$ cat src/logic/corr_config.svh
// correlator dimensions: inputs, sample width, lags, accumulator width, frame layout
`ifndef CORR_CONFIG_SVH
`define CORR_CONFIG_SVH

`define CORR_INPUTS      4
`define CORR_SAMPLE_W    4
`define CORR_LAGS        3    // lags -1, 0, +1
`define CORR_ACC_W       16   // small enough to hit saturation quickly

// six pairs out of four inputs
`define CORR_BASELINES   6
`define CORR_CROSS_WORDS 18
`define CORR_AUTO_WORDS  4

// payload words per frame, header excluded
`define CORR_FRAME_WORDS 22
`define CORR_ADDR_W      5

`endif

$ cat src/logic/corr_frame_pkg.sv
// accumulator, frame word, address, bank and fsm types with saturating add and word packing
`default_nettype none

`include "corr_config.svh"

package corr_frame_pkg;

	typedef logic signed [`CORR_ACC_W-1:0] acc_t;
	typedef logic [31:0] word_t;
	typedef logic [`CORR_ADDR_W-1:0] addr_t;
	typedef logic bank_t;
	typedef logic [15:0] frame_num_t;
	typedef logic [7:0] drop_t;

	typedef enum logic [1:0] {IDLE, DUMP, DONE} dump_state_t;
	typedef enum logic [1:0] {WAIT, HEADER, PAYLOAD} read_state_t;

	// returns {overflow, result}, result clamped to the acc_t range
	function automatic logic [`CORR_ACC_W:0] sat_add(acc_t acc, acc_t inc);
		logic [`CORR_ACC_W:0] sum;
		sum = {acc[`CORR_ACC_W-1], acc} + {inc[`CORR_ACC_W-1], inc};
		if (sum[`CORR_ACC_W] != sum[`CORR_ACC_W-1])
			return {1'b1, sum[`CORR_ACC_W], {(`CORR_ACC_W-1){~sum[`CORR_ACC_W]}}};
		return {1'b0, sum[`CORR_ACC_W-1:0]};
	endfunction

	function automatic word_t make_word(acc_t acc, logic sat);
		logic signed [15:0] ext;
		ext = 16'(acc);
		return {sat, 15'd0, ext};
	endfunction

endpackage

`default_nettype wire

$ cat src/logic/corr_sample_pkg.sv
// sample, lane, tap, baseline, lag and count types plus tap extraction
`default_nettype none

`include "corr_config.svh"

package corr_sample_pkg;

	typedef logic signed [`CORR_SAMPLE_W-1:0] sample_t;
	typedef logic [`CORR_INPUTS*`CORR_SAMPLE_W-1:0] lane_samples_t;  // lane i at i*W
	typedef logic [3*`CORR_SAMPLE_W-1:0] tap_t;  // delay d at d*W
	typedef logic [2:0] baseline_t;
	typedef logic [1:0] lag_t;
	typedef logic [15:0] count_t;

	function automatic sample_t tap_at(tap_t t, int d);
		return sample_t'(t[d*`CORR_SAMPLE_W +: `CORR_SAMPLE_W]);
	endfunction

endpackage

`default_nettype wire

$ cat src/logic/auto_engine.sv
// per-input power accumulators, frame snapshot and dump fsm
`timescale 1ns/1ps
`default_nettype none

`include "corr_config.svh"

module auto_engine import corr_sample_pkg::*, corr_frame_pkg::*; (
	input wire logic pllclk,
	input wire logic reset,
	input wire logic tap_valid,
	input wire logic frame_end,
	input wire tap_t [`CORR_INPUTS-1:0] taps,
	output logic wr_req,
	output addr_t wr_addr,
	output word_t wr_data,
	input wire logic wr_gnt,
	output logic done_pulse
);

	acc_t sq [`CORR_AUTO_WORDS];
	acc_t acc [`CORR_AUTO_WORDS];
	logic sat [`CORR_AUTO_WORDS];
	acc_t snap_acc [`CORR_AUTO_WORDS];
	logic snap_sat [`CORR_AUTO_WORDS];

	dump_state_t state;
	logic [$clog2(`CORR_AUTO_WORDS)-1:0] idx;

	for (genvar i = 0; i < `CORR_AUTO_WORDS; i++) begin : g_sq
		assign sq[i] = acc_t'(tap_at(taps[i], 0)) * acc_t'(tap_at(taps[i], 0));
	end

	always_ff @(posedge pllclk) begin
		if (!reset) begin
			for (int i = 0; i < `CORR_AUTO_WORDS; i++) begin
				acc[i] <= '0;
				sat[i] <= 1'b0;
			end
		end else if (tap_valid) begin
			for (int i = 0; i < `CORR_AUTO_WORDS; i++) begin
				if (frame_end) begin
					acc[i] <= sq[i];
					sat[i] <= 1'b0;
				end else if (!sat[i]) begin
					{sat[i], acc[i]} <= sat_add(acc[i], sq[i]);  // sticks once saturated
				end
			end
		end
	end

	always_ff @(posedge pllclk) begin
		if (tap_valid && frame_end) begin
			snap_acc <= acc;
			snap_sat <= sat;
		end
	end

	assign wr_req = (state == DUMP);
	assign done_pulse = (state == DONE);
	assign wr_addr = addr_t'(idx) + addr_t'(`CORR_CROSS_WORDS);  // after the cross block
	assign wr_data = make_word(snap_acc[idx], snap_sat[idx]);

	always_ff @(posedge pllclk) begin
		if (!reset) begin
			state <= IDLE;
			idx <= '0;
		end else begin
			case (state)
				IDLE: begin
					if (tap_valid && frame_end) begin
						state <= DUMP;
						idx <= '0;
					end
				end
				DUMP: begin
					if (wr_gnt) begin
						if (idx == ($bits(idx))'(`CORR_AUTO_WORDS - 1))
							state <= DONE;
						else
							idx <= idx + 1'b1;
					end
				end
				DONE: state <= IDLE;
				default: state <= IDLE;
			endcase
		end
	end

endmodule

`default_nettype wire

$ cat src/logic/correlator_top.sv
// correlator top: front end, cross and auto engines, frame store and reader
`timescale 1ns/1ps
`default_nettype none

`include "corr_config.svh"

module correlator_top import corr_sample_pkg::*, corr_frame_pkg::*; (
	input wire logic pllclk,
	input wire logic reset,
	input wire logic smp_valid,
	input wire lane_samples_t samples,
	input wire count_t int_len,
	input wire logic out_ready,
	output logic out_valid,
	output word_t out_data,
	output logic out_last
);

	logic tap_valid, frame_end;
	tap_t [`CORR_INPUTS-1:0] taps;

	logic c_req, c_gnt, c_done;
	addr_t c_addr;
	word_t c_data;
	logic a_req, a_gnt, a_done;
	addr_t a_addr;
	word_t a_data;

	logic bank_full, rd_release;
	addr_t rd_addr;
	word_t rd_data;
	frame_num_t frame_num;
	drop_t drop_count;

	sample_front i_front (.pllclk, .reset, .smp_valid, .samples, .int_len,
		.tap_valid, .taps, .frame_end);

	cross_engine i_cross (.pllclk, .reset, .tap_valid, .frame_end, .taps,
		.wr_req(c_req), .wr_addr(c_addr), .wr_data(c_data), .wr_gnt(c_gnt),
		.done_pulse(c_done));

	auto_engine i_auto (.pllclk, .reset, .tap_valid, .frame_end, .taps,
		.wr_req(a_req), .wr_addr(a_addr), .wr_data(a_data), .wr_gnt(a_gnt),
		.done_pulse(a_done));

	frame_store i_store (.pllclk, .reset,
		.c_req, .c_addr, .c_data, .c_gnt, .a_req, .a_addr, .a_data, .a_gnt,
		.c_done, .a_done, .bank_full, .rd_addr, .rd_data, .rd_release,
		.frame_num, .drop_count);

	frame_reader i_reader (.pllclk, .reset, .bank_full, .rd_addr, .rd_data,
		.frame_num, .drop_count, .rd_release, .out_valid, .out_data, .out_last,
		.out_ready);

endmodule

`default_nettype wire

$ cat src/logic/cross_engine.sv
// baseline and lag multiply-accumulators, frame snapshot and dump fsm
`timescale 1ns/1ps
`default_nettype none

`include "corr_config.svh"

module cross_engine import corr_sample_pkg::*, corr_frame_pkg::*; (
	input wire logic pllclk,
	input wire logic reset,
	input wire logic tap_valid,
	input wire logic frame_end,
	input wire tap_t [`CORR_INPUTS-1:0] taps,
	output logic wr_req,
	output addr_t wr_addr,
	output word_t wr_data,
	input wire logic wr_gnt,
	output logic done_pulse
);

	acc_t prod [`CORR_CROSS_WORDS];
	acc_t acc [`CORR_CROSS_WORDS];
	logic sat [`CORR_CROSS_WORDS];
	acc_t snap_acc [`CORR_CROSS_WORDS];
	logic snap_sat [`CORR_CROSS_WORDS];

	dump_state_t state;
	baseline_t bl_ptr;
	lag_t lag_ptr;

	// pair (a,b) maps to baseline a*(2N-a-1)/2 + b-a-1
	for (genvar a = 0; a < `CORR_INPUTS; a++) begin : g_a
		for (genvar b = a + 1; b < `CORR_INPUTS; b++) begin : g_b
			localparam int BL = a * (2 * `CORR_INPUTS - a - 1) / 2 + b - a - 1;
			for (genvar l = 0; l < `CORR_LAGS; l++) begin : g_l
				// a fixed at delay 1, b slides over delays 0..2
				assign prod[BL * `CORR_LAGS + l] =
					acc_t'(tap_at(taps[a], 1)) * acc_t'(tap_at(taps[b], l));
			end
		end
	end

	always_ff @(posedge pllclk) begin
		if (!reset) begin
			for (int i = 0; i < `CORR_CROSS_WORDS; i++) begin
				acc[i] <= '0;
				sat[i] <= 1'b0;
			end
		end else if (tap_valid) begin
			for (int i = 0; i < `CORR_CROSS_WORDS; i++) begin
				if (frame_end) begin
					acc[i] <= prod[i];  // current product opens the new frame
					sat[i] <= 1'b0;
				end else if (!sat[i]) begin
					{sat[i], acc[i]} <= sat_add(acc[i], prod[i]);
				end
			end
		end
	end

	always_ff @(posedge pllclk) begin
		if (tap_valid && frame_end) begin
			snap_acc <= acc;
			snap_sat <= sat;
		end
	end

	assign wr_req = (state == DUMP);
	assign done_pulse = (state == DONE);
	assign wr_addr = addr_t'(bl_ptr) * addr_t'(`CORR_LAGS) + addr_t'(lag_ptr);
	assign wr_data = make_word(snap_acc[wr_addr], snap_sat[wr_addr]);

	always_ff @(posedge pllclk) begin
		if (!reset) begin
			state <= IDLE;
			bl_ptr <= '0;
			lag_ptr <= '0;
		end else begin
			case (state)
				IDLE: begin
					if (tap_valid && frame_end) begin
						state <= DUMP;
						bl_ptr <= '0;
						lag_ptr <= '0;
					end
				end
				DUMP: begin
					if (wr_gnt) begin
						if (lag_ptr == lag_t'(`CORR_LAGS - 1)) begin
							lag_ptr <= '0;
							if (bl_ptr == baseline_t'(`CORR_BASELINES - 1))
								state <= DONE;
							else
								bl_ptr <= bl_ptr + 3'd1;
						end else begin
							lag_ptr <= lag_ptr + 2'd1;
						end
					end
				end
				DONE: state <= IDLE;
				default: state <= IDLE;
			endcase
		end
	end

endmodule

`default_nettype wire

$ cat src/logic/frame_reader.sv
// frame streamer: header then payload words under valid/ready with one-word prefetch
`timescale 1ns/1ps
`default_nettype none

`include "corr_config.svh"

module frame_reader import corr_frame_pkg::*; (
	input wire logic pllclk,
	input wire logic reset,
	input wire logic bank_full,
	output addr_t rd_addr,
	input wire word_t rd_data,
	input wire frame_num_t frame_num,
	input wire drop_t drop_count,
	output logic rd_release,
	output logic out_valid,
	output word_t out_data,
	output logic out_last,
	input wire logic out_ready
);

	localparam addr_t LAST = addr_t'(`CORR_FRAME_WORDS - 1);

	read_state_t state;
	addr_t ptr;  // payload word currently on rd_data
	logic load;

	assign load = (state == PAYLOAD) && (!out_valid || out_ready) && !out_last;
	assign rd_release = (state == PAYLOAD) && out_valid && out_ready && out_last;
	// look one word ahead so rd_data is ready for the next load
	assign rd_addr = (load && ptr != LAST) ? ptr + addr_t'(1) : ptr;

	always_ff @(posedge pllclk) begin
		if (!reset) begin
			state <= WAIT;
			ptr <= '0;
			out_valid <= 1'b0;
			out_last <= 1'b0;
		end else begin
			case (state)
				WAIT: begin
					if (bank_full)
						state <= HEADER;
				end
				HEADER: begin
					out_valid <= 1'b1;
					state <= PAYLOAD;
				end
				PAYLOAD: begin
					if (rd_release) begin
						out_valid <= 1'b0;
						out_last <= 1'b0;
						ptr <= '0;
						state <= WAIT;
					end else if (load) begin
						out_valid <= 1'b1;
						out_last <= (ptr == LAST);
						ptr <= ptr + addr_t'(1);
					end
				end
				default: state <= WAIT;
			endcase
		end
	end

	always_ff @(posedge pllclk) begin
		if (state == HEADER)
			out_data <= {8'h00, drop_count, frame_num};
		else if (load)
			out_data <= rd_data;
	end

endmodule

`default_nettype wire

$ cat src/logic/frame_store.sv
// round-robin write arbiter, two-bank frame memory, bank swap and drop counting
`timescale 1ns/1ps
`default_nettype none

`include "corr_config.svh"

module frame_store import corr_frame_pkg::*; (
	input wire logic pllclk,
	input wire logic reset,
	input wire logic c_req,
	input wire addr_t c_addr,
	input wire word_t c_data,
	output logic c_gnt,
	input wire logic a_req,
	input wire addr_t a_addr,
	input wire word_t a_data,
	output logic a_gnt,
	input wire logic c_done,
	input wire logic a_done,
	output logic bank_full,
	input wire addr_t rd_addr,
	output word_t rd_data,
	input wire logic rd_release,
	output frame_num_t frame_num,
	output drop_t drop_count
);

	word_t mem [2][`CORR_FRAME_WORDS];
	frame_num_t hdr_num [2];
	drop_t hdr_drop [2];

	logic last_a;  // auto engine had the last grant
	logic [1:0] full;
	bank_t wr_bank, rd_bank, target;
	logic wr_ok;  // current frame has a bank to land in
	logic c_seen, a_seen, complete, target_busy;
	frame_num_t frame_cnt;
	drop_t drop_cnt;
	addr_t w_addr;
	word_t w_data;

	assign c_gnt = c_req && (!a_req || last_a);
	assign a_gnt = a_req && !c_gnt;
	assign w_addr = c_gnt ? c_addr : a_addr;
	assign w_data = c_gnt ? c_data : a_data;

	assign complete = (c_done || c_seen) && (a_done || a_seen);
	// a dropped frame retries the same bank
	assign target = wr_ok ? ~wr_bank : wr_bank;
	assign target_busy = full[target] && !(rd_release && rd_bank == target);

	assign bank_full = full[rd_bank];
	assign frame_num = hdr_num[rd_bank];
	assign drop_count = hdr_drop[rd_bank];

	always_ff @(posedge pllclk) begin
		if (!reset) begin
			last_a <= 1'b0;
			full <= '0;
			wr_bank <= 1'b0;
			rd_bank <= 1'b0;
			wr_ok <= 1'b1;
			c_seen <= 1'b0;
			a_seen <= 1'b0;
			frame_cnt <= '0;
			drop_cnt <= '0;
		end else begin
			if (c_gnt || a_gnt)
				last_a <= a_gnt;
			if (rd_release) begin
				full[rd_bank] <= 1'b0;
				rd_bank <= ~rd_bank;
			end
			if (complete) begin
				c_seen <= 1'b0;
				a_seen <= 1'b0;
				if (wr_ok)
					full[wr_bank] <= 1'b1;
				else
					drop_cnt <= drop_cnt + 8'd1;
				frame_cnt <= frame_cnt + 16'd1;  // dropped frames still take a number
				wr_bank <= target;
				wr_ok <= !target_busy;
			end else begin
				if (c_done)
					c_seen <= 1'b1;
				if (a_done)
					a_seen <= 1'b1;
			end
		end
	end

	always_ff @(posedge pllclk) begin
		if ((c_gnt || a_gnt) && wr_ok)
			mem[wr_bank][w_addr] <= w_data;
		if (complete && wr_ok) begin
			hdr_num[wr_bank] <= frame_cnt;
			hdr_drop[wr_bank] <= drop_cnt;
		end
		rd_data <= mem[rd_bank][rd_addr];
	end

endmodule

`default_nettype wire

$ cat src/logic/sample_front.sv
// input register, three-sample delay taps per line and integration counter
`timescale 1ns/1ps
`default_nettype none

`include "corr_config.svh"

module sample_front import corr_sample_pkg::*; (
	input wire logic pllclk,
	input wire logic reset,
	input wire logic smp_valid,
	input wire lane_samples_t samples,
	input wire count_t int_len,
	output logic tap_valid,
	output tap_t [`CORR_INPUTS-1:0] taps,
	output logic frame_end
);

	count_t smp_cnt;
	logic last_smp;

	// int_len-th sample of the integration
	assign last_smp = (smp_cnt >= int_len - 16'd1);

	always_ff @(posedge pllclk) begin
		if (!reset) begin
			tap_valid <= 1'b0;
			frame_end <= 1'b0;
			smp_cnt <= '0;
			taps <= '0;  // defined delay history for the first frame
		end else begin
			tap_valid <= smp_valid;
			frame_end <= smp_valid && last_smp;
			if (smp_valid) begin
				if (last_smp)
					smp_cnt <= '0;
				else
					smp_cnt <= smp_cnt + 16'd1;
				for (int i = 0; i < `CORR_INPUTS; i++) begin
					// newest sample enters at delay 0
					taps[i] <= {taps[i][2*`CORR_SAMPLE_W-1:0],
						samples[i*`CORR_SAMPLE_W +: `CORR_SAMPLE_W]};
				end
			end
		end
	end

endmodule

`default_nettype wire

$ cat config.mk
export PLATFORM = sky130hd
export DESIGN_NAME = correlator_top
export DESIGN_NICKNAME = d
export VERILOG_FILES = /design/src/logic/corr_frame_pkg.sv /design/src/logic/corr_sample_pkg.sv /design/src/logic/auto_engine.sv /design/src/logic/correlator_top.sv /design/src/logic/cross_engine.sv /design/src/logic/frame_reader.sv /design/src/logic/frame_store.sv /design/src/logic/sample_front.sv
export VERILOG_INCLUDE_DIRS = /design/src /design/src/logic
export SDC_FILE = /design/constraint.sdc
export NUM_CORES = 2
export LEC_CHECK = 0
export ABC_AREA = 1
export ABC_CLOCK_PERIOD_IN_PS = 12080
export BUFFER_PORTS_ARGS = -buffer_cell sky130_fd_sc_hd__buf_4
export CELL_PAD_IN_SITES_DETAIL_PLACEMENT = 0
export CELL_PAD_IN_SITES_GLOBAL_PLACEMENT = 1
export CORE_ASPECT_RATIO = 0.9
export CORE_MARGIN = 2
export CORE_UTILIZATION = 46
export CTS_BUF_LIST = sky130_fd_sc_hd__clkbuf_4
export CTS_CLUSTER_SIZE = 25
export DETAILED_ROUTE_END_ITERATION = 8
export HOLD_SLACK_MARGIN = 0.02
export PLACE_DENSITY = 0.85
export SLEW_MARGIN = 20
export SYNTH_ARGS = -nofsm -noshare
export SYNTH_HDL_FRONTEND = slang
export SYNTH_SLANG_ARGS = --single-unit
$ cat constraint.sdc
create_clock -name pllclk -period 12.08 [get_ports pllclk]
set_clock_uncertainty 0.2 [all_clocks]
set_input_delay 1.812 -clock pllclk [delete_from_list [all_inputs] [get_ports pllclk]]
set_output_delay 1.812 -clock pllclk [all_outputs]
set_load 0.01 [all_outputs]
* Word-level counts from Yosys, hierarchy flattened
Memories as Yosys holds them, arrays and structs flattened. A register that Yosys moved wholly into a read port is not among the register bits. Index checks and enable logic that the tools add are counted.
Word-level totals: register bits after elaboration 926, bits in writable memories 1456, input bits 36, output and inout port bits 34, memories kept 3
Memories:
- i_store.mem | words 2, bits a word 704, read ports 1, clocked after Yosys merged registers in 1, write ports 1, RTL line frame_store.sv:28 | word_t mem [2][`CORR_FRAME_WORDS];
- i_store.hdr_num | words 2, bits a word 16, read ports 1, clocked after Yosys merged registers in 1, write ports 1, RTL line frame_store.sv:29 | frame_num_t hdr_num [2];
- i_store.hdr_drop | words 2, bits a word 8, read ports 1, clocked after Yosys merged registers in 1, write ports 1, RTL line frame_store.sv:30 | drop_t hdr_drop [2];
Cells by class: $add $sub $neg 32, $mul 23, magnitude comparators 11, equality and inequality tests 68, multiplexer cells 318, bitwise gates (word level) 33, reduce and logical (&&, ||, !) cells 69
Operators with widths (number):
- 16-bit two-way mux | 49
- 17-bit two-way mux | 44
- 704-bit two-way mux | 1
- 16-bit by 8-bit adder with 17-bit output | 22
- 1-bit two-way mux | 178
- 4-bit by 4-bit multiplier with 8-bit output | 22
- 32-bit binary-select mux with 5-bit select | 1
- 32-bit demux with 5-bit select | 1
- 32-bit two-way mux | 4
- 16-bit binary-select mux with 5-bit select | 1
- 2-bit != test, second input constant | 31
- 2-bit AND reduction | 26
- 24-bit two-way mux | 2
- 2-bit two-way mux | 17
- 16-bit by 1-bit adder with 16-bit output, second input constant | 2
- 16-bit binary-select mux with 2-bit select | 1
- 1-bit inverter | 26
- 1-bit != test | 22
- 5-bit two-way mux | 4
- 6-bit >= comparator, second input constant | 3
- 1-bit logical AND | 18
- 5-bit inverter with 6-bit output | 3
- 16-bit >= comparator | 1
- 2-bit one-hot mux with 2 select lines | 4
- other kinds (39) | 71

* Logic depth before layout (Yosys ltp)
depth in word-level cells 11, mapped depth 31, depth with buffers taken out 29

* Cells and area by module
From an unflattened synthesis, not the netlist that was laid out.
Unflattened totals: cell total of the unflattened synthesis 15091, area, all modules 131691.3 µm²
By module, submodules not included:
- frame_store | times used 1, cells each 5744, area an instance 62937.9 µm²
- cross_engine | times used 1, cells each 7124, area an instance 52205.1 µm²
- auto_engine | times used 1, cells each 1564, area an instance 11439.7 µm²
- sample_front | times used 1, cells each 434, area an instance 3191.8 µm²
- frame_reader | times used 1, cells each 225, area an instance 1916.8 µm²

* Least setup slack after synthesis
Ideal clock, no wire load.
path kind flip-flop to flip-flop, start point register i_front.frame_end, end point register i_auto.acc[10] (netlist name), arrival time 10.991 ns, data required time 11.752 ns, slack 0.761 ns, stages on the path, launching flop included 8, path buffers 1, period minus slack after synthesis 11.319 ns, cells stage by stage dfxtp_1 -> buf_2 -> nand2_1 -> clkinv_1 -> nand3_1 -> nand3_1 -> nor2_1 -> nor2_1
On the way: cells in the longest elaborated chain, start to end 2, elaborated cells on any way between the ends 3, classes of those cells 1 x eq/ne; 1 x mux; 1 x reduce/logical
Ends and longest elaborated chain:
- start, declared | RTL line sample_front.sv:15 | output logic frame_end
- start signal, assigned | RTL line sample_front.sv:32 | frame_end <= smp_valid && last_smp;
- 2-bit != test (no source line)
- 2-bit AND reduction (no source line)
- end signal, assigned by index | RTL line auto_engine.sv:42 | acc[i] <= sq[i];
- end signal, assigned by index | RTL line auto_engine.sv:45 | {sat[i], acc[i]} <= sat_add(acc[i], sq[i]);
- end, declared | RTL line auto_engine.sv:21 | acc_t acc [`CORR_AUTO_WORDS];
Parallel ways exist; a longest one is shown, timed or not. A chain may end at the register's enable or synchronous reset.

* Worst setup path in the final report
start point register i_front.taps[4] (netlist name), end point register i_cross.acc[194] (netlist name)
On the way: cells in the longest elaborated chain, start to end 11, elaborated cells on any way between the ends 13, classes of those cells 1 x add/sub; 1 x mul; 1 x eq/ne; 9 x mux; 1 x bitwise
Ends and longest elaborated chain:
- start, declared | RTL line sample_front.sv:14 | output tap_t [`CORR_INPUTS-1:0] taps,
- start signal, assigned by index | RTL line sample_front.sv:40 | taps[i] <= {taps[i][2*`CORR_SAMPLE_W-1:0],
- 4-bit by 4-bit multiplier with 8-bit output (*) | RTL line cross_engine.sv:37 | acc_t'(tap_at(taps[a], 1)) * acc_t'(tap_at(taps[b], l));
- 16-bit by 8-bit adder with 17-bit output | RTL line corr_frame_pkg.sv:21 | sum = {acc[`CORR_ACC_W-1], acc} + {inc[`CORR_ACC_W-1], inc};
- 1-bit != test | RTL line corr_frame_pkg.sv:22 | if (sum[`CORR_ACC_W] != sum[`CORR_ACC_W-1])
- 1-bit two-way mux | RTL line corr_frame_pkg.sv:22
- 1-bit two-way mux | RTL line cross_engine.sv:53 | end else if (!sat[i]) begin
- 1-bit two-way mux | RTL line cross_engine.sv:50 | if (frame_end) begin
- 1-bit two-way mux | RTL line cross_engine.sv:48 | end else if (tap_valid) begin
- 1-bit two-way mux | RTL line cross_engine.sv:43 | if (!reset) begin
- 17-bit two-way mux | RTL line corr_frame_pkg.sv:24 | return {1'b0, sum[`CORR_ACC_W-1:0]};
- 16-bit two-way mux | RTL line cross_engine.sv:53
- 16-bit two-way mux (*) | RTL line cross_engine.sv:50
- end signal, assigned by index | RTL line cross_engine.sv:51 | acc[i] <= prod[i];
- end signal, assigned by index | RTL line cross_engine.sv:54 | {sat[i], acc[i]} <= sat_add(acc[i], prod[i]);
- end, declared | RTL line cross_engine.sv:21 | acc_t acc [`CORR_CROSS_WORDS];
Every way passes the cells marked *; elsewhere a longest branch is shown, timed or not. The select of a mux whose other input is x is not followed.

==> Flow_metrics.wiki <==
{| class="wikitable"
! Metric !! Value
|-
| Status || completed
|-
| Num rows || 163
|-
| Detailed-placement wirelength estimate || 201000 um
|-
| Clock-pin transition on the worst setup and hold timing paths || 80 ps
|-
| Period minus WS final || 7450 ps
|-
| Hold Crit Class || flip-flop to flip-flop
|-
| Antenna violations before repair || 6
|-
| Wirelength, routed || 293000 um
|-
| Cell area power density || 157 nW/um^2
|-
| Path type of the worst setup path || flip-flop to flip-flop
|-
| Starting utilization of the core area || 46.3%
|-
| Internal power summed over all cells || 0.0109 W
|-
| Clock power share || 29.9%
|-
| Share of power burned in registers || 39.1%
|-
| Final global-route overflow total || 0
|-
| Vias after detailed routing || 82564
|-
| Chip width || 499 um
|-
| Antenna violation net count after detailed routing || 0
|-
| Flip-flop and latch count after synthesis || 1701
|-
| Post-synth cell types || 59
|-
| Number of maximum-capacitance constraint violations || 0
|-
| Number of endpoints with negative hold slack in the final report || 0
|-
| Clock tree sinks || 1701
|-
| Post-CTS Setup Bufs || 0
|-
| Ports placed on the boundary || 70
|-
| WP data required || 13050 ps
|-
| Core area || 219000 sq um
|-
| GR Util All Layers || 25.6%
|-
| Dominant synthesized flop cell || sky130_fd_sc_hd__edfxtp_1
|-
| Average instance area after synthesis || 8.59 sq um
|-
| Post-CTS sizing || 0
|-
| DRC violations left || 0
|-
| Unrepaired setup endpoints after global routing || no
|-
| Clock latency on the worst-skew pair || 1430 ps
|-
| Finish-stage setup viols || 0
|-
| Measured slew at the worst slew-check pin || 1150 ps
|-
| CTS hold repair buffers || 0
|-
| Floorplan die height || 449 um
|-
| Critical path endpoint category || flip-flop
|-
| Commonest non-fill, non-tap cells in the layout || 3314 x sky130_fd_sc_hd__nand2_1, 1194 x sky130_fd_sc_hd__edfxtp_1, 1087 x sky130_fd_sc_hd__nor2_1, 1008 x sky130_fd_sc_hd__inv_1, 806 x sky130_fd_sc_hd__a21oi_1
|-
| Number of buffer cells added on primary ports || 62
|-
| Number of synthesized flops with an enable pin || 1194
|-
| Root Driver || sky130_fd_sc_hd__clkbuf_4
|-
| Detailed Route Iter0 Violations || 7738
|-
| Via count of the first global-routing pass || 80471
|-
| Switching Power || 0.00649 W
|-
| Worst Path Max Fanout || 29
|-
| Clock tree from TritonCTS || done
|-
| Area of the mapped netlist || 101000 sq um
|-
| Fin crit share || 61.7%
|-
| Placer congestion estimate || 0.918
|-
| CTS H-tree depth || 5
|-
| Clock buffers created by TritonCTS || 445
|-
| Sequential cell area fraction in the yosys report || 45.4%
|-
| Aggregate negative setup slack || 0 ps
|-
| First-pass iteration count of the detailed router || 6
|-
| Standby leakage power || 51.7 nW
|-
| Ratio of routed vias to standard cells || 5.40
|-
| Max clock buf depth || 4
|-
| Count of pins over their slew limit || 0
|-
| Die footprint || 224000 sq um
|-
| Power share of the combinational group || 31.0%
|-
| Data arrival at the endpoint of the critical path || 8420 ps
|-
| Area Growth Syn to Fin || 9.25%
|-
| PnR Total Power || 0.0173 W
|-
| Proportion of synthesized flip-flops having asynchronous set or reset || 0%
|-
| Commonest non-fill, non-tap cell in the layout || sky130_fd_sc_hd__nand2_1
|-
| Slew margin rel. || 22.5%
|-
| Worst supply voltage drop on vdd || 0.000108 V
|-
| Cells after synthesis || 11811
|-
| Category of the worst setup path launch point || flip-flop
|-
| Drt wl/cell || 19.1 um
|-
| Max Clk Rate || 134 MHz
|-
| Maximum number of pins on one net before global-route repair || 152
|-
| Sw frac || 37.4%
|-
| Number of nets in the layout || 12935
|-
| First-pass GRT wire length || 454000 um
|-
| Synthesis warning total || 0
|-
| Share of final-layout standard cells stronger than drive strength 1 || 8.72%
|}
-- flip-flops by register name (all words and copies together), names as in the netlist, 8 cells and up, named ones only --
name and cells:
i_cross.sat 18, i_store.rd_data 17, i_front.taps 44, i_auto.snap_acc 64, i_store.mem 748, i_store.drop_cnt 8
i_cross.snap_acc 288, i_cross.acc 288, i_cross.snap_sat 18, i_auto.acc 64, i_store.frame_cnt 16, i_front.smp_cnt 16
i_store.hdr_num 32, i_store.hdr_drop 16, i_reader.out_data 25
-- metrics by stage --
step | setup slack, ps | area, sq um | utilization, % | instances | hold slack (ps)
after floorplan | 761 | 101000 | - | 11817 | 208
after global placement | 4390 | 105000 | 47.8 | 14475 | 211
after detailed placement | 4560 | 105000 | 47.8 | 14475 | 215
after CTS | 4480 | 111000 | 50.5 | 15289 | 111
after global routing | 4220 | 111000 | 50.5 | 15295 | 146
final | 4630 | 111000 | 50.5 | 15295 | 133
-- worst paths after layout --
| check | endpoint | from | slack (ps) | cells past startpoint |
|---|---|---|---|---|
| worst max-delay path | i_cross.acc[194]$_SDFFE_PN0P_ | i_front.taps[4]$_SDFFE_PN0P_ | 4630 | 24 |
| worst min-delay path | i_cross.snap_acc[6]$_DFFE_PP_ | i_cross.acc[6]$_SDFFE_PN0P_ | 130 | 0 |
| worst max register to register | i_cross.acc[194]$_SDFFE_PN0P_ | i_front.taps[4]$_SDFFE_PN0P_ | 4630 | 24 |
| worst min register to register | i_cross.snap_acc[6]$_DFFE_PP_ | i_cross.acc[6]$_SDFFE_PN0P_ | 130 | 0 |
-- metal layers --
| metal | GRT usage, % | share of wire (%) |
|---|---|---|
| met3 | 4.05 | 7.9 |
| met5 | 0 | 0.010 |
| met1 | 36.0 | 45 |
| met2 | 39.8 | 44 |
| met4 | 9.26 | 3.3 |
-- logic make-up (layout without fill, tap and decap cells) --
kind of cell | after synthesis | count (layout) | share of synthesized area (%)
compound gates | 1604 | 1604 | 8.39
xor+xnor | 402 | 402 | 3.47
fa+ha+maj | 864 | 864 | 12.2
buf+inv | 1484 | 2069 | 5.82
flops | 1701 | 1701 | 45.4
mux | 288 | 288 | 2.84
other cells | 1 | 13 | 0.00370
simple gates | 5467 | 5467 | 21.9
-- cell usage after synthesis (8+ instances only) --
library cell               instances  area (sq um)
sky130_fd_sc_hd__a211oi_1         10          75.1
sky130_fd_sc_hd__a21oi_1         806          4030
sky130_fd_sc_hd__a31oi_1          28           175
sky130_fd_sc_hd__and2_1           44           275
sky130_fd_sc_hd__and3_1           12          75.1
sky130_fd_sc_hd__buf_1            27           101
sky130_fd_sc_hd__buf_2            95           475
sky130_fd_sc_hd__buf_4            38           285
sky130_fd_sc_hd__buf_6             9           101
sky130_fd_sc_hd__clkbuf_1        270          1010
sky130_fd_sc_hd__clkinv_1         18          67.6
sky130_fd_sc_hd__dfxtp_1         507         10100
sky130_fd_sc_hd__edfxtp_1       1194         35900
sky130_fd_sc_hd__fa_1            208          4160
sky130_fd_sc_hd__ha_1            656          8210
sky130_fd_sc_hd__inv_1          1010          3790
sky130_fd_sc_hd__inv_2            16          60.1
sky130_fd_sc_hd__mux2i_1         288          2880
sky130_fd_sc_hd__nand2_1        3316         12400
sky130_fd_sc_hd__nand2_2          27           169
sky130_fd_sc_hd__nand3_1         768          3840
sky130_fd_sc_hd__nand3b_1         23           173
sky130_fd_sc_hd__nand4_1          28           175
sky130_fd_sc_hd__nor2_1         1091          4100
sky130_fd_sc_hd__nor2_2            9          56.3
sky130_fd_sc_hd__nor3_1           82           410
sky130_fd_sc_hd__nor3_2            8          80.1
sky130_fd_sc_hd__o211ai_1         22           165
sky130_fd_sc_hd__o21ai_0         597          2990
sky130_fd_sc_hd__o21ai_2           8          70.1
sky130_fd_sc_hd__o21bai_1         32           240
sky130_fd_sc_hd__o221ai_1         18           158
sky130_fd_sc_hd__o22ai_1          50           313
sky130_fd_sc_hd__or2_2            35           219
sky130_fd_sc_hd__xnor2_1         136          1190
sky130_fd_sc_hd__xor2_1          266          2330
-- power groups by stage --
| stage | Combinational (W) | Clock [W] | Sequential [W] |
|---|---|---|---|
| 2_1_floorplan | 0.00356 | 0 | 0.00684 |
| 3_3_place_gp | 0.00521 | 0 | 0.00691 |
| 3_5_place_dp | 0.00527 | 0 | 0.00691 |
| 4_1_cts | 0.00530 | 0.00530 | 0.00679 |
| 5_1_grt | 0.00592 | 0.00559 | 0.00681 |
| 6_report | 0.00537 | 0.00519 | 0.00679 |
-- cell type report --
| cell class | count | area, sq um |
|---|---|---|
| Fill cell | 20455 | 108000 |
| Multi-Input combinational cell | 8632 | 49800 |
| Sequential cell | 1701 | 46000 |
| Clock buffer | 672 | 5040 |
| Inverter | 1045 | 3950 |
| Tap cell | 2887 | 3610 |
| Timing Repair Buffer | 210 | 1600 |
| Clock inverter | 142 | 802 |
| Antenna cell | 6 | 15.0 |
-- critical path, stage by stage, from the launching register on --
cell	delay, ps
sky130_fd_sc_hd__dfxtp_1	310
sky130_fd_sc_hd__buf_4	410
sky130_fd_sc_hd__clkinv_1	780
sky130_fd_sc_hd__nand2_1	270
sky130_fd_sc_hd__fa_1	470
sky130_fd_sc_hd__fa_1	510
sky130_fd_sc_hd__inv_1	50
sky130_fd_sc_hd__fa_1	450
sky130_fd_sc_hd__ha_1	230
sky130_fd_sc_hd__fa_1	470
sky130_fd_sc_hd__nand3_1	90
sky130_fd_sc_hd__nand2_1	60
sky130_fd_sc_hd__xor2_1	150
sky130_fd_sc_hd__xnor2_1	900
sky130_fd_sc_hd__ha_1	440
sky130_fd_sc_hd__a21oi_1	200
sky130_fd_sc_hd__nand2_1	90
sky130_fd_sc_hd__a21oi_1	250
sky130_fd_sc_hd__nand3_1	120
sky130_fd_sc_hd__nand2_1	90
sky130_fd_sc_hd__nand3_2	320
sky130_fd_sc_hd__nand2_1	160
sky130_fd_sc_hd__nand2_1	60
sky130_fd_sc_hd__nand2_1	70
sky130_fd_sc_hd__a21oi_1	60
Note: power is estimated with default switching activity, not from simulation.
